===== src/source/pipe_pkg.sv =====
/*
 * Shared definitions for the three-stage integer pipeline
 * Instruction word layouts, opcodes, forwarding selects and
 * the register address width
 */
`default_nettype none

package pipe_pkg;

  // Eight architectural registers, r0 reads as zero
  localparam int REG_AW = 3;

  // Width of the I format immediate
  localparam int IMM_W = 6;

  //////////////////////////////////////////////////
  // Instruction word
  //////////////////////////////////////////////////

  // Both formats share opcode, rd and rs1 in the upper ten bits
  typedef union packed {
    struct packed {
      logic [3:0]        opcode;
      logic [REG_AW-1:0] rd;
      logic [REG_AW-1:0] rs1;
      logic [REG_AW-1:0] rs2;
      logic [2:0]        unused;
    } r_fmt;
    struct packed {
      logic [3:0]              opcode;
      logic [REG_AW-1:0]       rd;
      logic [REG_AW-1:0]       rs1;
      logic signed [IMM_W-1:0] imm6;
    } i_fmt;
  } instr_u;

  // R format opcodes
  localparam logic [3:0] OP_ADD  = 4'h1;
  localparam logic [3:0] OP_SUB  = 4'h2;
  localparam logic [3:0] OP_AND  = 4'h3;
  localparam logic [3:0] OP_XOR  = 4'h4;

  // I format opcodes, load address is rs1 plus imm
  localparam logic [3:0] OP_ADDI = 4'h5;
  localparam logic [3:0] OP_LD   = 4'h6;

  //////////////////////////////////////////////////
  // Operand forwarding selects
  //////////////////////////////////////////////////

  localparam logic [1:0] FW_REGFILE = 2'd0;
  localparam logic [1:0] FW_EX      = 2'd1;
  localparam logic [1:0] FW_WB      = 2'd2;

endpackage

`default_nettype wire


===== src/source/pipe_if.sv =====
/*
 * Pipeline register bundles
 * id_ex_if carries the decoded instruction into EX,
 * ex_wb_if carries the EX result into WB
 */
`timescale 1ns/1ps
`default_nettype none

interface id_ex_if #(
  parameter int DATA_W = 16
);
  import pipe_pkg::*;

  logic              instr_valid;
  // Already cleared for rd == r0
  logic              rf_we;
  logic [REG_AW-1:0] rf_waddr;
  logic              lsu_en;
  logic [3:0]        opcode;
  logic [DATA_W-1:0] operand_a;
  // rs2 value or sign-extended immediate
  logic [DATA_W-1:0] operand_b;

  modport src (output instr_valid, rf_we, rf_waddr, lsu_en, opcode, operand_a, operand_b);
  modport dst (input  instr_valid, rf_we, rf_waddr, lsu_en, opcode, operand_a, operand_b);
  // Hazard detection only looks at the write side
  modport mon (input  instr_valid, rf_we, rf_waddr, lsu_en);

endinterface

interface ex_wb_if #(
  parameter int DATA_W = 16
);
  import pipe_pkg::*;

  logic              instr_valid;
  logic              rf_we;
  logic [REG_AW-1:0] rf_waddr;
  logic              lsu_en;
  // ALU value, or the load address
  logic [DATA_W-1:0] result;

  modport src (output instr_valid, rf_we, rf_waddr, lsu_en, result);
  modport dst (input  instr_valid, rf_we, rf_waddr, lsu_en, result);
  modport mon (input  instr_valid, rf_we, rf_waddr);

endinterface

`default_nettype wire


===== src/source/bypass_ctrl.sv =====
/*
 * Bypass and hazard controller
 * Compares ID read addresses with EX and WB write addresses,
 * generates operand forwarding selects and the load-use stall
 */
`timescale 1ns/1ps
`default_nettype none

module bypass_ctrl (
  // Read side of the instruction in ID
  input  wire                        rf_re_a_i,
  input  wire                        rf_re_b_i,
  input  wire [pipe_pkg::REG_AW-1:0] rf_raddr_a_i,
  input  wire [pipe_pkg::REG_AW-1:0] rf_raddr_b_i,

  // Pipeline registers
  id_ex_if.mon                       id_ex,
  ex_wb_if.mon                       ex_wb,

  // Back to ID
  output logic [1:0]                 fw_sel_a_o,
  output logic [1:0]                 fw_sel_b_o,
  output logic                       load_stall_o
);
  import pipe_pkg::*;

  // Port 0 is operand a, port 1 is operand b
  logic [1:0]        rf_re;
  logic [REG_AW-1:0] rf_raddr [2];
  logic [1:0]        rd_ex_match;
  logic [1:0]        rd_wb_match;

  // Qualified write enables per stage
  logic rf_we_ex;
  logic rf_we_wb;
  logic load_ex;

  // Priority pick for one operand, EX is the younger result
  function automatic logic [1:0] fw_pick(
    input logic ex_hit,
    input logic wb_hit
  );
    logic [1:0] sel;
    sel = FW_REGFILE;
    if (wb_hit) begin
      sel = FW_WB;
    end
    if (ex_hit) begin
      sel = FW_EX;
    end
    return sel;
  endfunction

  assign rf_re       = {rf_re_b_i, rf_re_a_i};
  assign rf_raddr[0] = rf_raddr_a_i;
  assign rf_raddr[1] = rf_raddr_b_i;

  assign rf_we_ex = id_ex.rf_we && id_ex.instr_valid;
  assign rf_we_wb = ex_wb.rf_we && ex_wb.instr_valid;

  // Load writing a register, data not known before WB
  assign load_ex  = rf_we_ex && id_ex.lsu_en;

  //////////////////////////////////////////////////
  // Address compare
  //////////////////////////////////////////////////

  for (genvar i = 0; i < 2; i++) begin : gen_match
    // Valid write to the same nonzero register, read enabled
    assign rd_ex_match[i] = rf_we_ex && (id_ex.rf_waddr == rf_raddr[i]) &&
                            (|rf_raddr[i]) && rf_re[i];
    assign rd_wb_match[i] = rf_we_wb && (ex_wb.rf_waddr == rf_raddr[i]) &&
                            (|rf_raddr[i]) && rf_re[i];
  end

  //////////////////////////////////////////////////
  // Stall and forward selects
  //////////////////////////////////////////////////

  // One bubble, then the load result is taken from WB
  assign load_stall_o = load_ex && (|rd_ex_match);

  // EX select on a load is never used, the stall swallows it
  assign fw_sel_a_o = fw_pick(rd_ex_match[0], rd_wb_match[0]);
  assign fw_sel_b_o = fw_pick(rd_ex_match[1], rd_wb_match[1]);

endmodule

`default_nettype wire


===== src/source/ex_stage.sv =====
/*
 * Execute stage
 * ALU, load address and request, and the EX/WB register
 */
`timescale 1ns/1ps
`default_nettype none

module ex_stage #(
  parameter int DATA_W = 16
) (
  input  wire               clk,
  input  wire               rst_n_i,
  id_ex_if.dst              id_ex,
  input  wire               wb_ready_i,
  output logic [DATA_W-1:0] ex_result_o,
  output logic              mem_req_o,
  output logic [DATA_W-1:0] mem_addr_o,
  ex_wb_if.src              ex_wb
);
  import pipe_pkg::*;

  logic [DATA_W-1:0] alu_result;
  // Request already issued for the load held in EX
  logic              req_sent_q;

  // Loads reuse the adder for rs1 plus imm
  always_comb begin
    case (id_ex.opcode)
      OP_ADD, OP_ADDI, OP_LD: alu_result = id_ex.operand_a + id_ex.operand_b;
      OP_SUB:                 alu_result = id_ex.operand_a - id_ex.operand_b;
      OP_AND:                 alu_result = id_ex.operand_a & id_ex.operand_b;
      OP_XOR:                 alu_result = id_ex.operand_a ^ id_ex.operand_b;
      default:                alu_result = '0;
    endcase
  end

  assign ex_result_o = alu_result;
  assign mem_addr_o  = alu_result;

  // Only the first EX cycle of a load requests
  assign mem_req_o = id_ex.instr_valid && id_ex.lsu_en && !req_sent_q;

  always_ff @(posedge clk) begin
    if (!rst_n_i) begin
      req_sent_q <= 1'b0;
    end else if (wb_ready_i) begin
      req_sent_q <= 1'b0;
    end else if (mem_req_o) begin
      req_sent_q <= 1'b1;
    end
  end

  //////////////////////////////////////////////////
  // EX/WB register
  //////////////////////////////////////////////////

  always_ff @(posedge clk) begin
    if (!rst_n_i) begin
      ex_wb.instr_valid <= 1'b0;
      ex_wb.rf_we       <= 1'b0;
      ex_wb.lsu_en      <= 1'b0;
    end else if (wb_ready_i) begin
      ex_wb.instr_valid <= id_ex.instr_valid;
      ex_wb.rf_we       <= id_ex.rf_we;
      ex_wb.lsu_en      <= id_ex.lsu_en;
    end
  end

  always_ff @(posedge clk) begin
    if (wb_ready_i) begin
      ex_wb.rf_waddr <= id_ex.rf_waddr;
      ex_wb.result   <= alu_result;
    end
  end

endmodule

`default_nettype wire


===== src/source/id_stage.sv =====
/*
 * Decode and operand read stage
 * Decodes the instruction word, picks forwarded operands and
 * loads the ID/EX register, inserting bubbles on a load-use stall
 */
`timescale 1ns/1ps
`default_nettype none

module id_stage #(
  parameter int DATA_W = 16
) (
  input  wire                         clk,
  input  wire                         rst_n_i,

  // Instruction input
  input  wire                         instr_valid_i,
  input  wire [15:0]                  instr_i,
  output logic                        instr_ready_o,

  // Register file read side
  output logic [pipe_pkg::REG_AW-1:0] rf_raddr_a_o,
  output logic [pipe_pkg::REG_AW-1:0] rf_raddr_b_o,
  output logic                        rf_re_a_o,
  output logic                        rf_re_b_o,
  input  wire [DATA_W-1:0]            rf_rdata_a_i,
  input  wire [DATA_W-1:0]            rf_rdata_b_i,

  // From the bypass controller
  input  wire [1:0]                   fw_sel_a_i,
  input  wire [1:0]                   fw_sel_b_i,
  input  wire                         load_stall_i,

  // Forwarding sources and WB status
  input  wire                         wb_ready_i,
  input  wire [DATA_W-1:0]            ex_result_i,
  input  wire [DATA_W-1:0]            wb_wdata_i,

  id_ex_if.src                        id_ex
);
  import pipe_pkg::*;

  instr_u            instr;
  logic [3:0]        opcode;
  logic              is_r;
  logic              is_i;
  logic              accept;
  logic [DATA_W-1:0] imm_ext;
  logic [DATA_W-1:0] fw_a;
  logic [DATA_W-1:0] fw_b;

  function automatic logic [DATA_W-1:0] fw_mux(
    input logic [1:0]        sel,
    input logic [DATA_W-1:0] rf_val,
    input logic [DATA_W-1:0] ex_val,
    input logic [DATA_W-1:0] wb_val
  );
    logic [DATA_W-1:0] val;
    case (sel)
      FW_EX:   val = ex_val;
      FW_WB:   val = wb_val;
      default: val = rf_val;
    endcase
    return val;
  endfunction

  //////////////////////////////////////////////////
  // Decode
  //////////////////////////////////////////////////

  assign instr  = instr_i;
  assign opcode = instr.r_fmt.opcode;

  assign is_r = (opcode == OP_ADD) || (opcode == OP_SUB) ||
                (opcode == OP_AND) || (opcode == OP_XOR);
  assign is_i = (opcode == OP_ADDI) || (opcode == OP_LD);

  // rs1 and rs2 sit at the same place in both formats
  assign rf_raddr_a_o = instr.r_fmt.rs1;
  assign rf_raddr_b_o = instr.r_fmt.rs2;

  // No reads while idle, avoids false stalls
  assign rf_re_a_o = instr_valid_i && (is_r || is_i);
  assign rf_re_b_o = instr_valid_i && is_r;

  assign imm_ext = {{(DATA_W-IMM_W){instr.i_fmt.imm6[IMM_W-1]}}, instr.i_fmt.imm6};

  // Operand selection
  assign fw_a = fw_mux(fw_sel_a_i, rf_rdata_a_i, ex_result_i, wb_wdata_i);
  assign fw_b = fw_mux(fw_sel_b_i, rf_rdata_b_i, ex_result_i, wb_wdata_i);

  // Held while WB waits or while a load result is pending
  assign instr_ready_o = !load_stall_i && wb_ready_i;
  assign accept        = instr_valid_i && instr_ready_o;

  //////////////////////////////////////////////////
  // ID/EX register
  //////////////////////////////////////////////////

  // Bubble when nothing is accepted, hold while WB is frozen
  always_ff @(posedge clk) begin
    if (!rst_n_i) begin
      id_ex.instr_valid <= 1'b0;
      id_ex.rf_we       <= 1'b0;
      id_ex.lsu_en      <= 1'b0;
    end else if (wb_ready_i) begin
      id_ex.instr_valid <= accept;
      id_ex.rf_we       <= accept && (is_r || is_i) && (instr.r_fmt.rd != '0);
      id_ex.lsu_en      <= accept && (opcode == OP_LD);
    end
  end

  always_ff @(posedge clk) begin
    if (wb_ready_i) begin
      id_ex.rf_waddr  <= instr.r_fmt.rd;
      id_ex.opcode    <= opcode;
      id_ex.operand_a <= fw_a;
      id_ex.operand_b <= is_i ? imm_ext : fw_b;
    end
  end

endmodule

`default_nettype wire


===== src/source/pipe_top.sv =====
/*
 * Three-stage integer pipeline, ID, EX and WB
 * Connects the stages, the bypass controller and the register
 * file, and exposes the writeback port
 */
`timescale 1ns/1ps
`default_nettype none

module pipe_top #(
  parameter int DATA_W = 16
) (
  input  wire                         clk,
  input  wire                         rst_n_i,

  // Instruction stream
  input  wire                         instr_valid_i,
  input  wire [15:0]                  instr_i,
  output logic                        instr_ready_o,

  // Load memory
  output logic                        mem_req_o,
  output logic [DATA_W-1:0]           mem_addr_o,
  input  wire                         mem_rvalid_i,
  input  wire [DATA_W-1:0]            mem_rdata_i,

  // Writeback observation
  output logic                        wb_we_o,
  output logic [pipe_pkg::REG_AW-1:0] wb_waddr_o,
  output logic [DATA_W-1:0]           wb_wdata_o
);
  import pipe_pkg::*;

  logic [REG_AW-1:0] rf_raddr_a;
  logic [REG_AW-1:0] rf_raddr_b;
  logic              rf_re_a;
  logic              rf_re_b;
  logic [DATA_W-1:0] rf_rdata_a;
  logic [DATA_W-1:0] rf_rdata_b;
  logic [1:0]        fw_sel_a;
  logic [1:0]        fw_sel_b;
  logic              load_stall;
  logic [DATA_W-1:0] ex_result;
  logic              wb_ready;

  id_ex_if #(.DATA_W(DATA_W)) id_ex ();
  ex_wb_if #(.DATA_W(DATA_W)) ex_wb ();

  // Write port comes straight from WB
  regfile #(.DATA_W(DATA_W)) u_regfile (
    .clk       (clk),
    .rst_n_i   (rst_n_i),
    .raddr_a_i (rf_raddr_a),
    .raddr_b_i (rf_raddr_b),
    .rdata_a_o (rf_rdata_a),
    .rdata_b_o (rf_rdata_b),
    .we_i      (wb_we_o),
    .waddr_i   (wb_waddr_o),
    .wdata_i   (wb_wdata_o)
  );

  bypass_ctrl u_bypass_ctrl (
    .rf_re_a_i    (rf_re_a),
    .rf_re_b_i    (rf_re_b),
    .rf_raddr_a_i (rf_raddr_a),
    .rf_raddr_b_i (rf_raddr_b),
    .id_ex        (id_ex.mon),
    .ex_wb        (ex_wb.mon),
    .fw_sel_a_o   (fw_sel_a),
    .fw_sel_b_o   (fw_sel_b),
    .load_stall_o (load_stall)
  );

  id_stage #(.DATA_W(DATA_W)) u_id_stage (
    .clk           (clk),
    .rst_n_i       (rst_n_i),
    .instr_valid_i (instr_valid_i),
    .instr_i       (instr_i),
    .instr_ready_o (instr_ready_o),
    .rf_raddr_a_o  (rf_raddr_a),
    .rf_raddr_b_o  (rf_raddr_b),
    .rf_re_a_o     (rf_re_a),
    .rf_re_b_o     (rf_re_b),
    .rf_rdata_a_i  (rf_rdata_a),
    .rf_rdata_b_i  (rf_rdata_b),
    .fw_sel_a_i    (fw_sel_a),
    .fw_sel_b_i    (fw_sel_b),
    .load_stall_i  (load_stall),
    .wb_ready_i    (wb_ready),
    .ex_result_i   (ex_result),
    .wb_wdata_i    (wb_wdata_o),
    .id_ex         (id_ex.src)
  );

  ex_stage #(.DATA_W(DATA_W)) u_ex_stage (
    .clk         (clk),
    .rst_n_i     (rst_n_i),
    .id_ex       (id_ex.dst),
    .wb_ready_i  (wb_ready),
    .ex_result_o (ex_result),
    .mem_req_o   (mem_req_o),
    .mem_addr_o  (mem_addr_o),
    .ex_wb       (ex_wb.src)
  );

  wb_stage #(.DATA_W(DATA_W)) u_wb_stage (
    .ex_wb        (ex_wb.dst),
    .mem_rvalid_i (mem_rvalid_i),
    .mem_rdata_i  (mem_rdata_i),
    .wb_ready_o   (wb_ready),
    .wb_we_o      (wb_we_o),
    .wb_waddr_o   (wb_waddr_o),
    .wb_wdata_o   (wb_wdata_o)
  );

endmodule

`default_nettype wire


===== src/source/regfile.sv =====
/*
 * Register file, two combinational read ports, one write port
 * r0 is hardwired to zero
 */
`timescale 1ns/1ps
`default_nettype none

module regfile #(
  parameter int DATA_W = 16
) (
  input  wire                        clk,
  input  wire                        rst_n_i,
  input  wire [pipe_pkg::REG_AW-1:0] raddr_a_i,
  input  wire [pipe_pkg::REG_AW-1:0] raddr_b_i,
  output logic [DATA_W-1:0]          rdata_a_o,
  output logic [DATA_W-1:0]          rdata_b_o,
  input  wire                        we_i,
  input  wire [pipe_pkg::REG_AW-1:0] waddr_i,
  input  wire [DATA_W-1:0]           wdata_i
);
  import pipe_pkg::*;

  localparam int NUM_REGS = 1 << REG_AW;

  logic [DATA_W-1:0] regs [NUM_REGS];

  // Entry 0 is never written
  always_ff @(posedge clk) begin
    if (!rst_n_i) begin
      for (int i = 0; i < NUM_REGS; i++) begin
        regs[i] <= '0;
      end
    end else if (we_i && (waddr_i != '0)) begin
      regs[waddr_i] <= wdata_i;
    end
  end

  // Old value on a same-cycle write, WB forwarding covers it
  assign rdata_a_o = (raddr_a_i == '0) ? '0 : regs[raddr_a_i];
  assign rdata_b_o = (raddr_b_i == '0) ? '0 : regs[raddr_b_i];

endmodule

`default_nettype wire


===== src/source/wb_stage.sv =====
/*
 * Writeback stage
 * Waits for load data, selects the write-back value and
 * drives the register file write port
 */
`timescale 1ns/1ps
`default_nettype none

module wb_stage #(
  parameter int DATA_W = 16
) (
  ex_wb_if.dst                        ex_wb,

  // Load data return
  input  wire                         mem_rvalid_i,
  input  wire [DATA_W-1:0]            mem_rdata_i,

  // Pipeline freeze while a load waits
  output logic                        wb_ready_o,

  // Register file write port
  output logic                        wb_we_o,
  output logic [pipe_pkg::REG_AW-1:0] wb_waddr_o,
  output logic [DATA_W-1:0]           wb_wdata_o
);

  logic load_wb;

  // Any load, even to r0, still consumes its response
  assign load_wb = ex_wb.instr_valid && ex_wb.lsu_en;

  // The rvalid cycle completes the load
  assign wb_ready_o = !load_wb || mem_rvalid_i;

  // EX/WB advances right after, so one pulse per instruction
  assign wb_we_o    = ex_wb.instr_valid && ex_wb.rf_we && wb_ready_o;
  assign wb_waddr_o = ex_wb.rf_waddr;

  // Memory data for loads, ALU value otherwise
  assign wb_wdata_o = ex_wb.lsu_en ? mem_rdata_i : ex_wb.result;

endmodule

`default_nettype wire


===== config.mk =====
export PLATFORM = sky130hd
export DESIGN_NAME = pipe_top
export DESIGN_NICKNAME = d
export VERILOG_FILES = /design/src/source/pipe_pkg.sv /design/src/source/pipe_if.sv /design/src/source/bypass_ctrl.sv /design/src/source/ex_stage.sv /design/src/source/id_stage.sv /design/src/source/pipe_top.sv /design/src/source/regfile.sv /design/src/source/wb_stage.sv
export SDC_FILE = /design/constraint.sdc
export NUM_CORES = 1
export LEC_CHECK = 0
export ABC_AREA = 0
export BUFFER_PORTS_ARGS = -buffer_cell sky130_fd_sc_hd__buf_2
export CORE_MARGIN = 2
export CORE_UTILIZATION = 55
export DETAILED_ROUTE_END_ITERATION = 10
export GPL_ROUTABILITY_DRIVEN = 0
export PLACE_DENSITY = 0.79
export SETUP_SLACK_MARGIN = 0.3
export SLEW_MARGIN = 20
export SYNTH_ARGS = -nofsm -noshare
export SYNTH_HDL_FRONTEND = slang
export SYNTH_SLANG_ARGS = --single-unit

===== constraint.sdc =====
create_clock -name clk -period 3 [get_ports clk]
set_input_delay 0 -clock clk [delete_from_list [all_inputs] [get_ports clk]]
set_output_delay 0 -clock clk [all_outputs]
set_load 0.1 [all_outputs]

==> metrics.cfg, run 1 <==
[drt]
wl_per_cell_um=25.3
vias=9598
dr.pass1.iters=9
drt-total-wl_um=36800
vias_per_cell=6.60
drc_errors=0
antenna_left=0
detail_route.iter0.violations=1189

[timing]
slew_viol_final=0
hold_viol=0
timing.slew.headroom=0.503
min_period_ps=3720
setup_ws_ps=-722
rsz0062_at_grt=true
fin_crit_sh=1.24
finClkSkew_ps=15.5
fmax_mhz=269
worstMarginPinSlew_ps=746
setup_viol=51

[cells_and_area]
layout.nets=1241
stdcell_count=1455
drive_gt1_frac=0.408
syn_to_final_growth_pct=32.9
final_core_util=0.747
antenna_cells=0
fill_cells=1164
final_area_mm2=0.0152

[logic_synthesis]
ys_async_sr_fraction=0
synth_edf_count=186
ys.flop_type=edfxtp_1
yosysWarnings=0
synth_cell_types=80
synthCells=923
netlist_area_mm2=0.0114
postSynthAreaPerCell_um2=12.4
synth-seq-cells=193
ys_seq_area_frac=0.502

[worst_hold_path]
hp-start=instr_valid_i
worstHoldPathCells=3
whs_endpoint=u_id_stage.id_ex.instr_valid$_SDFFE_PN0N_
hold_path.class=in2reg

[place]
placedCellCount=1354
post_dp_cell_area_mm2=0.0134
port-buffer-count=73
place_hpwl_um=22500

[setup_path]
reg2reg_from=u_id_stage.id_ex.operand_b[1]$_DFFE_PN_
cp.arrival_ps=3720
crit_chain=buf_4, inv_2, ha_4, nand3_4, o31ai_4, xor2_1, ha_2, a21oi_4, buf_6, o21a_1, o21a_1, and3_1, o31a_1, clkinvlp_4, buf_12
crit_required_ps=3000
critPathLaunch=u_id_stage.id_ex.operand_b[1]$_DFFE_PN_
cp_max_fo=4
cp-start-kind=flop
endpoint_kind=output pin
crit_type=reg2out
ff2ff_path_depth=14
worst_path_largest_cell_delay_ps=430
crit_slowest_cell=edfxtp_1
ff2ff_setup_slack_ps=-560
r2r_end=u_id_stage.id_ex.operand_b[14]$_DFFE_PN_
path_common_cell=o21a_1

[grt]
grt_pass1_wl_um=52600
antenna_found_initial=0
gr-total-overflow=0
grt_pass1_vias=9412
grt_max_degree=54
grt_usage=0.320

[power_and_ir_drop]
ir_drop_mv=0.422
power.leakage_uw=0.00600
power_uw=9350
power_density_mw_per_mm2=616

[flow_run]
cap_violations=0

[cts]
clockRootBuffer=clkbuf_16
htree_num_levels=4
clkSinkCount=193
cts_tree=done
cts_inserted_buffers=17
clockBufferDepth=2
clk_latency_ps=460
path_clk_slew_ps=80

[floorplanning]
rows=52
initial_utilization=0.562
dieArea_mm2=0.0219
num_io_pins=74
die_h_um=148
die_w_um=148
core-area_mm2=0.0203

[status]
violations=negative setup slack
status=finished, violations left

==> layer usage <==
metal | vias to the layer above | wire [um] | GRT usage
met5 | - | 0 | 0
met4 | 0 | 2350 | 0.173
met3 | 183 | 3710 | 0.0644
met2 | 723 | 18100 | 0.540
met1 | 4657 | 12600 | 0.388
li1 | 4035 | - | -
==> cell families (layout without fill, tap and decap cells) <==
kind of cell / count (synthesis) / in the layout / synth area share
and+or+nand+nor: 302 / 302 / 0.123
AOI/OAI and AO/OA: 158 / 158 / 0.105
buffers and inverters: 88 / 335 / 0.0354
DFF: 193 / 193 / 0.502
muxes: 119 / 119 / 0.175
xor gates and xnor gates: 29 / 29 / 0.0223
other: 1 / 16 / 0.000329
adders and majority gates: 33 / 33 / 0.0368
==> worst max-delay path, delay by kind of cell (launching register included) <==
kind                     cells  cell delay (ps)
buffers and inverters        5              770
flip-flops                   1              430
adder cells (fa/ha/maj)      2              500
AO/OA/AOI/OAI                5             1060
AND/OR/NAND/NOR              2              270
XOR/XNOR                     1              230
==> timing repair <==
item | 4_1_cts | 5_1_grt
resized for setup | 85 | 51
hold endpoints to repair | 12 | 0
setup endpoints to repair | 55 | 59
buffers inserted | 37 | 21
hold buffers | 11 | 0
pin swaps | 31 | 28
==> Yosys cell counts, types with 3 or more instances <==
library cell / count / area share
mux4_2: 64 / 0.13
dfxtp_1: 7 / 0.012
o21a_1: 13 / 0.0086
o21ai_0: 21 / 0.0092
o211ai_1: 4 / 0.0026
nand2_1: 48 / 0.016
or3_1: 8 / 0.0044
a31oi_1: 5 / 0.0027
a211o_1: 5 / 0.0038
nor3b_1: 3 / 0.0020
buf_6: 6 / 0.0059
nand2b_1: 3 / 0.0016
buf_2: 20 / 0.0088
xnor2_1: 12 / 0.0092
edfxtp_1: 186 / 0.49
o221ai_1: 13 / 0.010
nor2_1: 161 / 0.053
o221a_2: 4 / 0.0039
o31a_1: 4 / 0.0031
a21o_1: 4 / 0.0026
mux2_2: 3 / 0.0030
and3_1: 7 / 0.0038
or2_2: 5 / 0.0027
mux2i_1: 52 / 0.046
o22a_1: 4 / 0.0031
ha_1: 32 / 0.035
inv_1: 33 / 0.011
o32ai_1: 3 / 0.0023
clkbuf_1: 26 / 0.0086
a21oi_1: 29 / 0.013
nor2b_1: 7 / 0.0038
a22oi_1: 12 / 0.0079
nor3_1: 17 / 0.0075
xor2_1: 17 / 0.013
o221ai_2: 5 / 0.0066
nand3_1: 17 / 0.0075
==> final cells by class <==
class	instances	area [um2]	area share
multi-input combinational	657	6060	0.400
clock inverter	15	208	0.0137
inverter	33	143	0.00940
tap	270	338	0.0223
clock buffer	17	425	0.0280
sequential	193	5730	0.377
timing repair buffer	270	2270	0.150
==> power breakdown <==
part           switching, uW  internal [uW]  total [uW]  leakage (uW)
logic                   2180           1480        3660       0.00367
clock network           1200           1220        2420      0.000307
registers                116           3150        3270       0.00203
total                   3490           5850        9340       0.00600
==> through the flow <==
step / setup slack [ps] / TNS [ps] / hold slack, ps
3_3_place_gp: -264 / -3940 / 190
3_5_place_dp: -355 / -6050 / 202
4_1_cts: -623 / -11270 / 17.6
5_1_grt: -797 / -22040 / 39.7
2_1_floorplan: -522 / -6000 / 98.9
6_report: -722 / -17490 / 17.5
==> cells in the final DEF, fill, tap and decap left out, types with 8 or more instances in the layout <==
master         instances
edfxtp_1             186
nor2_1               156
buf_4                144
mux4_2                64
buf_2                 57
mux2i_1               52
buf_6                 42
nand2_1               30
ha_1                  29
inv_1                 27
clkbuf_16             17
buf_12                16
conb_1                16
xor2_1                15
a21oi_1               15
nor3_1                13
o21a_1                13
nand3_1               12
a22oi_1               12
a21oi_2               11
dlygate4sd3_1         11
nand2_2               10
xnor2_1               10
o221ai_1               9
nand2_4                8
==> worst max-delay path by stage <==
stage	cells after the start	slack (ps)	end
floorplan	12	-520	u_id_stage.id_ex.operand_b[14]$_DFFE_PN_
finish	15	-720	mem_addr_o[13]
CTS	14	-620	mem_addr_o[14]
detailed placement	12	-350	u_id_stage.id_ex.operand_b[14]$_DFFE_PN_
global route	15	-800	mem_addr_o[13]
global placement	12	-260	u_id_stage.id_ex.operand_b[14]$_DFFE_PN_
==> state kept, by name, summed over array words and instances, names as in the netlist <==
register and count:
u_ex_stage.ex_wb.instr_valid 1, u_id_stage.id_ex.operand_b 16, u_id_stage.id_ex.lsu_en 1, u_id_stage.id_ex.opcode 4
u_id_stage.id_ex.operand_a 16, u_ex_stage.ex_wb.lsu_en 1, u_ex_stage.ex_wb.rf_we 1, u_regfile.regs 128
u_id_stage.id_ex.instr_valid 1, u_ex_stage.ex_wb.result 16, u_ex_stage.ex_wb.rf_waddr 3, u_ex_stage.req_sent_q 1
u_id_stage.id_ex.rf_we 1, u_id_stage.id_ex.rf_waddr 3
(Power assumes the default switching activity.)
==> run 2: changes to the inputs <==
Settings changed: CORE_UTILIZATION 55 to 29, PLACE_DENSITY 0.79 to 0.49.
==> run 2 against run 1 <==
The flow still finishes with violations (negative setup slack). Routed wire length shrank 1.6%. Register-to-register slack about the same. Maximum frequency rose by 3.7%. Via count decreased by 10%. Combinational power up 3%. Die area is 87% higher. Power decreased by 0.58%. Design area up 3.6%. Count of clock-buffer cells in the layout is 1 higher. Sequential power about the same. Non-clock buffer count rose by 15.
==> metrics.cfg, run 2 (synthesis results as in run 1) <==
[timing]
slew_viol_final=0  ; unchanged
setup_tns_ps=-16290  ; +1200 ps
finClkSkew_ps=13.4  ; -2.11 ps
hold_viol=0  ; unchanged
setup_viol=52  ; +2.0%
fin_crit_sh=1.20  ; -0.0437
hold_ws_ps=19.9  ; +2.43 ps
timing.slew.headroom=0.499  ; -0.00344
worstMarginPinSlew_ps=751  ; +5.16 ps
min_period_ps=3590  ; -131 ps
rsz0062_at_grt=true
setup_ws_ps=-591  ; +131 ps
fmax_mhz=278  ; +3.7%

[place]
post_dp_cell_area_mm2=0.0138  ; +2.9%
place_hpwl_um=25300  ; +13%
port-buffer-count=73  ; unchanged

[setup_path]
ff2ff_path_depth=17  ; +3
cp-start-kind=flop
crit_type=reg2out
r2r_end=u_id_stage.id_ex.operand_b[14]$_DFFE_PN_
reg2reg_from=u_id_stage.id_ex.opcode[0]$_DFFE_PN_
crit_buf_inv=6  ; +1
crit_slowest_cell=edfxtp_1
crit_required_ps=3000  ; about the same
cp_top_family=buffers and inverters
cp_max_fo=7  ; +3
path_common_cell=buf_6
endpoint_kind=output pin
cp.arrival_ps=3590  ; -130 ps
cp.depth=16  ; +1
worst_path_largest_cell_delay_ps=390  ; -40 ps
crit_chain=nand2b_4, or3_4, buf_12, nand2_4, o21ai_4, buf_6, buf_6, fa_2, nor2b_4, o2111ai_4, a21oi_2, buf_4, o31a_1, o221ai_4, buf_6, buf_12
ff2ff_setup_slack_ps=-560  ; about the same

[grt]
grt_max_degree=54  ; unchanged
grt_usage=0.178  ; -0.142
grt_pass1_wl_um=54600  ; +3.8%
grt_use_met2=0.318  ; -0.222
grt-busiest-layer=met2
antenna_found_initial=0  ; unchanged
grt_pass1_vias=8929  ; -5.1%
met3_usage=0.0211  ; -0.0433
met1_usage=0.227  ; -0.161
gr-total-overflow=0  ; unchanged

[power_and_ir_drop]
seq_power_share=0.351  ; about the same
intPower_uw=5910  ; +1.0%
power.leakage_uw=0.00605  ; +0.85%
ir_drop_mv=0.269  ; -36%
p_clk_frac=0.244  ; -0.015
switchingPower_uw=3380  ; -3.3%
netSwitchingFraction=0.363  ; -0.0101
power_density_mw_per_mm2=591  ; -4.1%
p_comb_frac=0.405  ; +0.014

[cells_and_area]
fill_cells=3661  ; +210%
syn_to_final_growth_pct=37.8
antenna_cells=0  ; unchanged
regMostFlops=u_regfile.regs
regArea_mm2=0.00573  ; unchanged
final_cell_mix=edfxtp_1, nor2_1, buf_4
multi_input_area_mm2=0.00617  ; +1.8%
drive_gt1_frac=0.430  ; +0.0216
final_area_mm2=0.0157  ; +3.6%
largest_reg_flops=128  ; unchanged
final_common_cell=edfxtp_1
layout.nets=1256  ; +1.2%

[flow_run]
cap_violations=0  ; unchanged

[worst_hold_path]
hold_path.class=in2reg
whs_endpoint=u_id_stage.id_ex.instr_valid$_SDFFE_PN0N_
worstHoldPathCells=3  ; unchanged
hp-start=instr_valid_i

[floorplanning]
rows=72  ; +38%
die_h_um=202  ; +37%
initial_utilization=0.295  ; -0.268
num_io_pins=74  ; unchanged
dieArea_mm2=0.0410  ; +87%
die_w_um=202  ; +37%
core-area_mm2=0.0387  ; +91%

[status]
status=finished, violations left
violations=negative setup slack

[drt]
dr.pass1.iters=5  ; -4
detail_route.iter0.violations=601  ; -49%
drt-total-wl_um=36200  ; -1.6%
antenna_left=0  ; unchanged
drc_errors=0  ; unchanged
wl_per_cell_um=21.0  ; -17%
vias_per_cell=5.02  ; -24%
vias=8619  ; -10%

[cts]
path_clk_slew_ps=80  ; about the same
cts_tree=done
clockRootBuffer=clkbuf_16
clk_latency_ps=450  ; about the same
cts_inserted_buffers=17  ; unchanged
clkSinkCount=193  ; unchanged
clockBufferDepth=2  ; unchanged
htree_num_levels=4  ; unchanged

==> run 2: changes by cell type in the layout (fill, tap and decap cells not counted), sizes merged <==
cell	before	now
clkinvlp	3	5
clkbuf	17	18
buf	259	274
inv	37	35
clkinv	7	6
==> run 2: layer usage <==
| layer | wire length (um) | part of all wire |
|---|---|---|
| met1 | 15600 | 0.43 |
| met5 | 0 | 0 |
| met3 | 1320 | 0.037 |
| met2 | 18700 | 0.52 |
| met4 | 566 | 0.016 |
==> run 2: what timing repair did <==
item	CTS	global route
hold endpoints to repair	12	0
buffers inserted	46	24
pin swaps	49	45
resized for setup	112	61
endpoints found under the setup margin	58	60
hold buffers	11	0
==> run 2: through the flow <==
step	util	cells	power, uW	worst slack (ps)
floorplan	-	938	5210	-522
global placement	0.356	1605	6280	-276
detailed placement	0.356	1605	6300	-330
CTS	0.394	1694	9060	-601
global route	0.406	1718	9630	-750
finish	0.406	1718	9290	-591
==> run 2: worst max path at each step <==
stage,from,end,slack (ps)
finish,u_id_stage.id_ex.opcode[0]$_DFFE_PN_,mem_addr_o[14],-590
global placement,u_id_stage.id_ex.operand_b[4]$_DFFE_PN_,u_id_stage.id_ex.operand_b[14]$_DFFE_PN_,-280
detailed placement,u_id_stage.id_ex.operand_b[4]$_DFFE_PN_,u_id_stage.id_ex.operand_b[14]$_DFFE_PN_,-330
floorplan,u_id_stage.id_ex.operand_b[4]$_DFFE_PN_,u_id_stage.id_ex.operand_b[14]$_DFFE_PN_,-520
CTS,u_id_stage.id_ex.operand_b[4]$_DFFE_PN_,mem_addr_o[14],-600
global route,u_id_stage.id_ex.operand_b[4]$_DFFE_PN_,mem_addr_o[14],-750
==> run 2: worst reg2reg max path, cell delays in order (launching register included) <==
cell       delay [ps]
edfxtp_1          390
nand2b_4          160
or3_4             340
buf_12            160
nand2_4            80
o21ai_4            60
buf_6             110
buf_6             100
fa_2              380
nor2b_4           170
o2111ai_4         190
a21oi_2           240
buf_4             160
o31a_1            190
o221ai_4          120
buf_4             160
buf_6             100
a22o_1            220
==> run 2: layout make-up <==
| class | count | share of cell area |
|---|---|---|
| clock inverters | 14 | 0.00827 |
| well taps | 518 | 0.0412 |
| inverters | 33 | 0.00907 |
| multi-input cells | 657 | 0.392 |
| flip-flops and latches | 193 | 0.364 |
| repair buffers | 285 | 0.158 |
| clock buffers | 18 | 0.0273 |
==> run 2: power groups by stage <==
stage / clock network, uW / registers [uW] / logic (uW)
after detailed placement: 0 / 3320 / 2980
after floorplan: 0 / 3310 / 1910
after global placement: 0 / 3310 / 2970
final: 2270 / 3260 / 3760
after CTS: 2300 / 3260 / 3500
after global routing: 2380 / 3280 / 3960
==> run 3: changes to the inputs <==
Settings changed: CORE_ASPECT_RATIO from default to 0.8, CORE_MARGIN 2 to 5.
==> run 3 against run 2 <==
The run still ends with negative setup slack left. Flip-flop and latch count did not move. Sequential power hardly changed. First-iteration DRC count increased by 30%. Count of clock-buffer cells in the layout rose by 1. Cell count grew 1.8%. Global-route usage shrank 0.79 points. Combinational power is essentially flat. Critical path depth down 1. Non-clock buffer count is 13 higher. Maximum frequency is essentially flat. Clock power barely moved. Design area up 0.21%. Critical path type unchanged. Largest cell class unchanged. Largest power group unchanged.
==> metrics.cfg, run 3 (synthesis results as in run 1) <==
[status]
status=finished, violations left
violations=negative setup slack

[drt]
drc_errors=0  ; unchanged
vias_per_cell=5.06  ; +0.93%
vias=8856  ; +2.7%
wl_per_cell_um=21.3  ; +1.1%
antenna_left=0  ; unchanged
detail_route.iter0.violations=784  ; +30%
drt-total-wl_um=37200  ; +3.0%
dr.pass1.iters=5  ; unchanged

[cts]
clockRootBuffer=clkbuf_16
path_clk_slew_ps=80  ; about the same
clk_latency_ps=450  ; about the same
clockBufferDepth=2  ; unchanged
clkSinkCount=193  ; unchanged
cts_inserted_buffers=17  ; unchanged
cts_tree=done
htree_num_levels=4  ; unchanged

[setup_path]
ff2ff_setup_slack_ps=-490  ; +70 ps
cp-start-kind=flop
cp.arrival_ps=3590  ; about the same
crit_slowest_cell=or3_4
crit_required_ps=3000  ; about the same
cp_top_family=simple AND/OR/NAND/NOR gates
worst_path_largest_cell_delay_ps=420  ; +30 ps
cp.depth=15  ; -1
crit_type=reg2out
crit_buf_inv=5  ; -1
endpoint_kind=output pin
ff2ff_path_depth=14  ; -3
cp_max_fo=3  ; -4
crit_chain=or3_4, nor4b_4, buf_4, nor2_2, xnor2_1, ha_2, a21oi_4, buf_4, buf_6, o21a_1, o21a_1, and3_1, o31a_1, clkinvlp_4, buf_12

[place]
place_hpwl_um=26600  ; +5.1%
dpl_worst_slack_ps=-317  ; +12.8 ps
port-buffer-count=73  ; unchanged

[grt]
grt_max_degree=60  ; +11%
grt_pass1_vias=8961  ; +0.36%
antenna_found_initial=0  ; unchanged
gr-total-overflow=0  ; unchanged
grt_usage=0.170  ; -0.00794
grt_pass1_wl_um=56400  ; +3.3%

[cells_and_area]
drive_gt1_frac=0.430  ; about the same
multi_input_area_mm2=0.00613  ; -0.67%
antenna_cells=0  ; unchanged
regMostFlops=u_regfile.regs
final_cell_mix=edfxtp_1, buf_4, nor2_1
regArea_mm2=0.00573  ; unchanged
fill_cells=3791  ; +3.6%
syn_to_final_growth_pct=38.1
final_core_util=0.402  ; -0.00393
layout.nets=1269  ; +1.0%
final_common_cell=edfxtp_1
largest_reg_flops=128  ; unchanged

[timing]
hold_ws_ps=19.6  ; -0.303 ps
setup_ws_ps=-591  ; +0.425 ps
setup_viol=51  ; -1.9%
slew_viol_final=0  ; unchanged
finClkSkew_ps=21.4  ; +8.03 ps
worstMarginPinSlew_ps=922  ; +171 ps
rsz0062_at_grt=true
min_period_ps=3590  ; -0.425 ps
hold_viol=0  ; unchanged
fmax_mhz=279  ; about the same
timing.slew.headroom=0.384  ; -0.116
fin_crit_sh=1.20  ; about the same
setup_tns_ps=-15140  ; +1140 ps

[worst_hold_path]
hold_path.class=in2reg
worstHoldPathCells=3  ; unchanged

[floorplanning]
die_w_um=232  ; +15%
dieArea_mm2=0.0434  ; +6.1%
core-area_mm2=0.0392  ; +1.2%
num_io_pins=74  ; unchanged
initial_utilization=0.291  ; -0.00348
rows=65  ; -9.7%
die_h_um=187  ; -7.4%

[flow_run]
cap_violations=0  ; unchanged

[power_and_ir_drop]
power.leakage_uw=0.00612  ; +1.1%
power_density_mw_per_mm2=589  ; -0.25%
ir_drop_mv=0.417  ; +55%
power_uw=9290  ; about the same

## run 3: changes by cell type in the layout (fill, tap and decap cells not counted), moves of 3 or more
cell	change
buf_6	-3
buf_12	-3
clkinv_2	-3
buf_4	+17
a21oi_1	-4
a21oi_2	+5
nand2_4	+3
## run 3: final cells by class
class / instances / area share
multi-input combinational: 657 / 0.389
sequential: 193 / 0.363
timing repair buffer: 298 / 0.161
tap: 536 / 0.0426
clock buffer: 19 / 0.0275
inverter: 33 / 0.00905
clock inverter: 13 / 0.00794
## run 3: what timing repair did
item | CTS | global route
endpoints found under the hold margin | 12 | 0
pin swaps | 47 | 26
gates resized for setup | 110 | 48
endpoints found under the setup margin | 55 | 57
hold buffers | 11 | 0
setup buffers | 46 | 23
## run 3: final timing paths
check                                          start                                   endpoint
max          u_id_stage.id_ex.operand_b[4]$_DFFE_PN_                             mem_addr_o[13]
min                                    instr_valid_i  u_id_stage.id_ex.instr_valid$_SDFFE_PN0N_
max reg2reg  u_id_stage.id_ex.operand_b[4]$_DFFE_PN_   u_id_stage.id_ex.operand_b[14]$_DFFE_PN_
min reg2reg       u_ex_stage.req_sent_q$_SDFFE_PP0P_         u_ex_stage.req_sent_q$_SDFFE_PP0P_
## run 3: routing by layer
metal  GRT usage  part of all wire
met3      0.0228             0.045
met1       0.247              0.46
met2       0.273              0.47
met5           0                 0
met4      0.0361             0.018
## run 3: worst reg2reg max path: stages, from the launching register on
cell and delay (ps):
edfxtp_1 380, or3_4 420, nor4b_4 320, buf_4 180, nor2_2 30, xnor2_1 160, ha_2 340, nand3_4 100
o221ai_4 130, buf_6 150, a221oi_2 390, o221ai_4 190, buf_6 150, buf_6 110, a22o_1 190
## run 3: stage by stage
step	instances	area (um2)
CTS	1726	15400
global placement	1637	13900
floorplan	938	11900
finish	1749	15800
detailed placement	1637	13900
global route	1749	15800
## run 3: power breakdown
part           switching (uW)  internal (uW)  leakage (uW)
Sequential                104           3150       0.00203
Clock                    1160           1100      0.000262
Combinational            2180           1600       0.00383
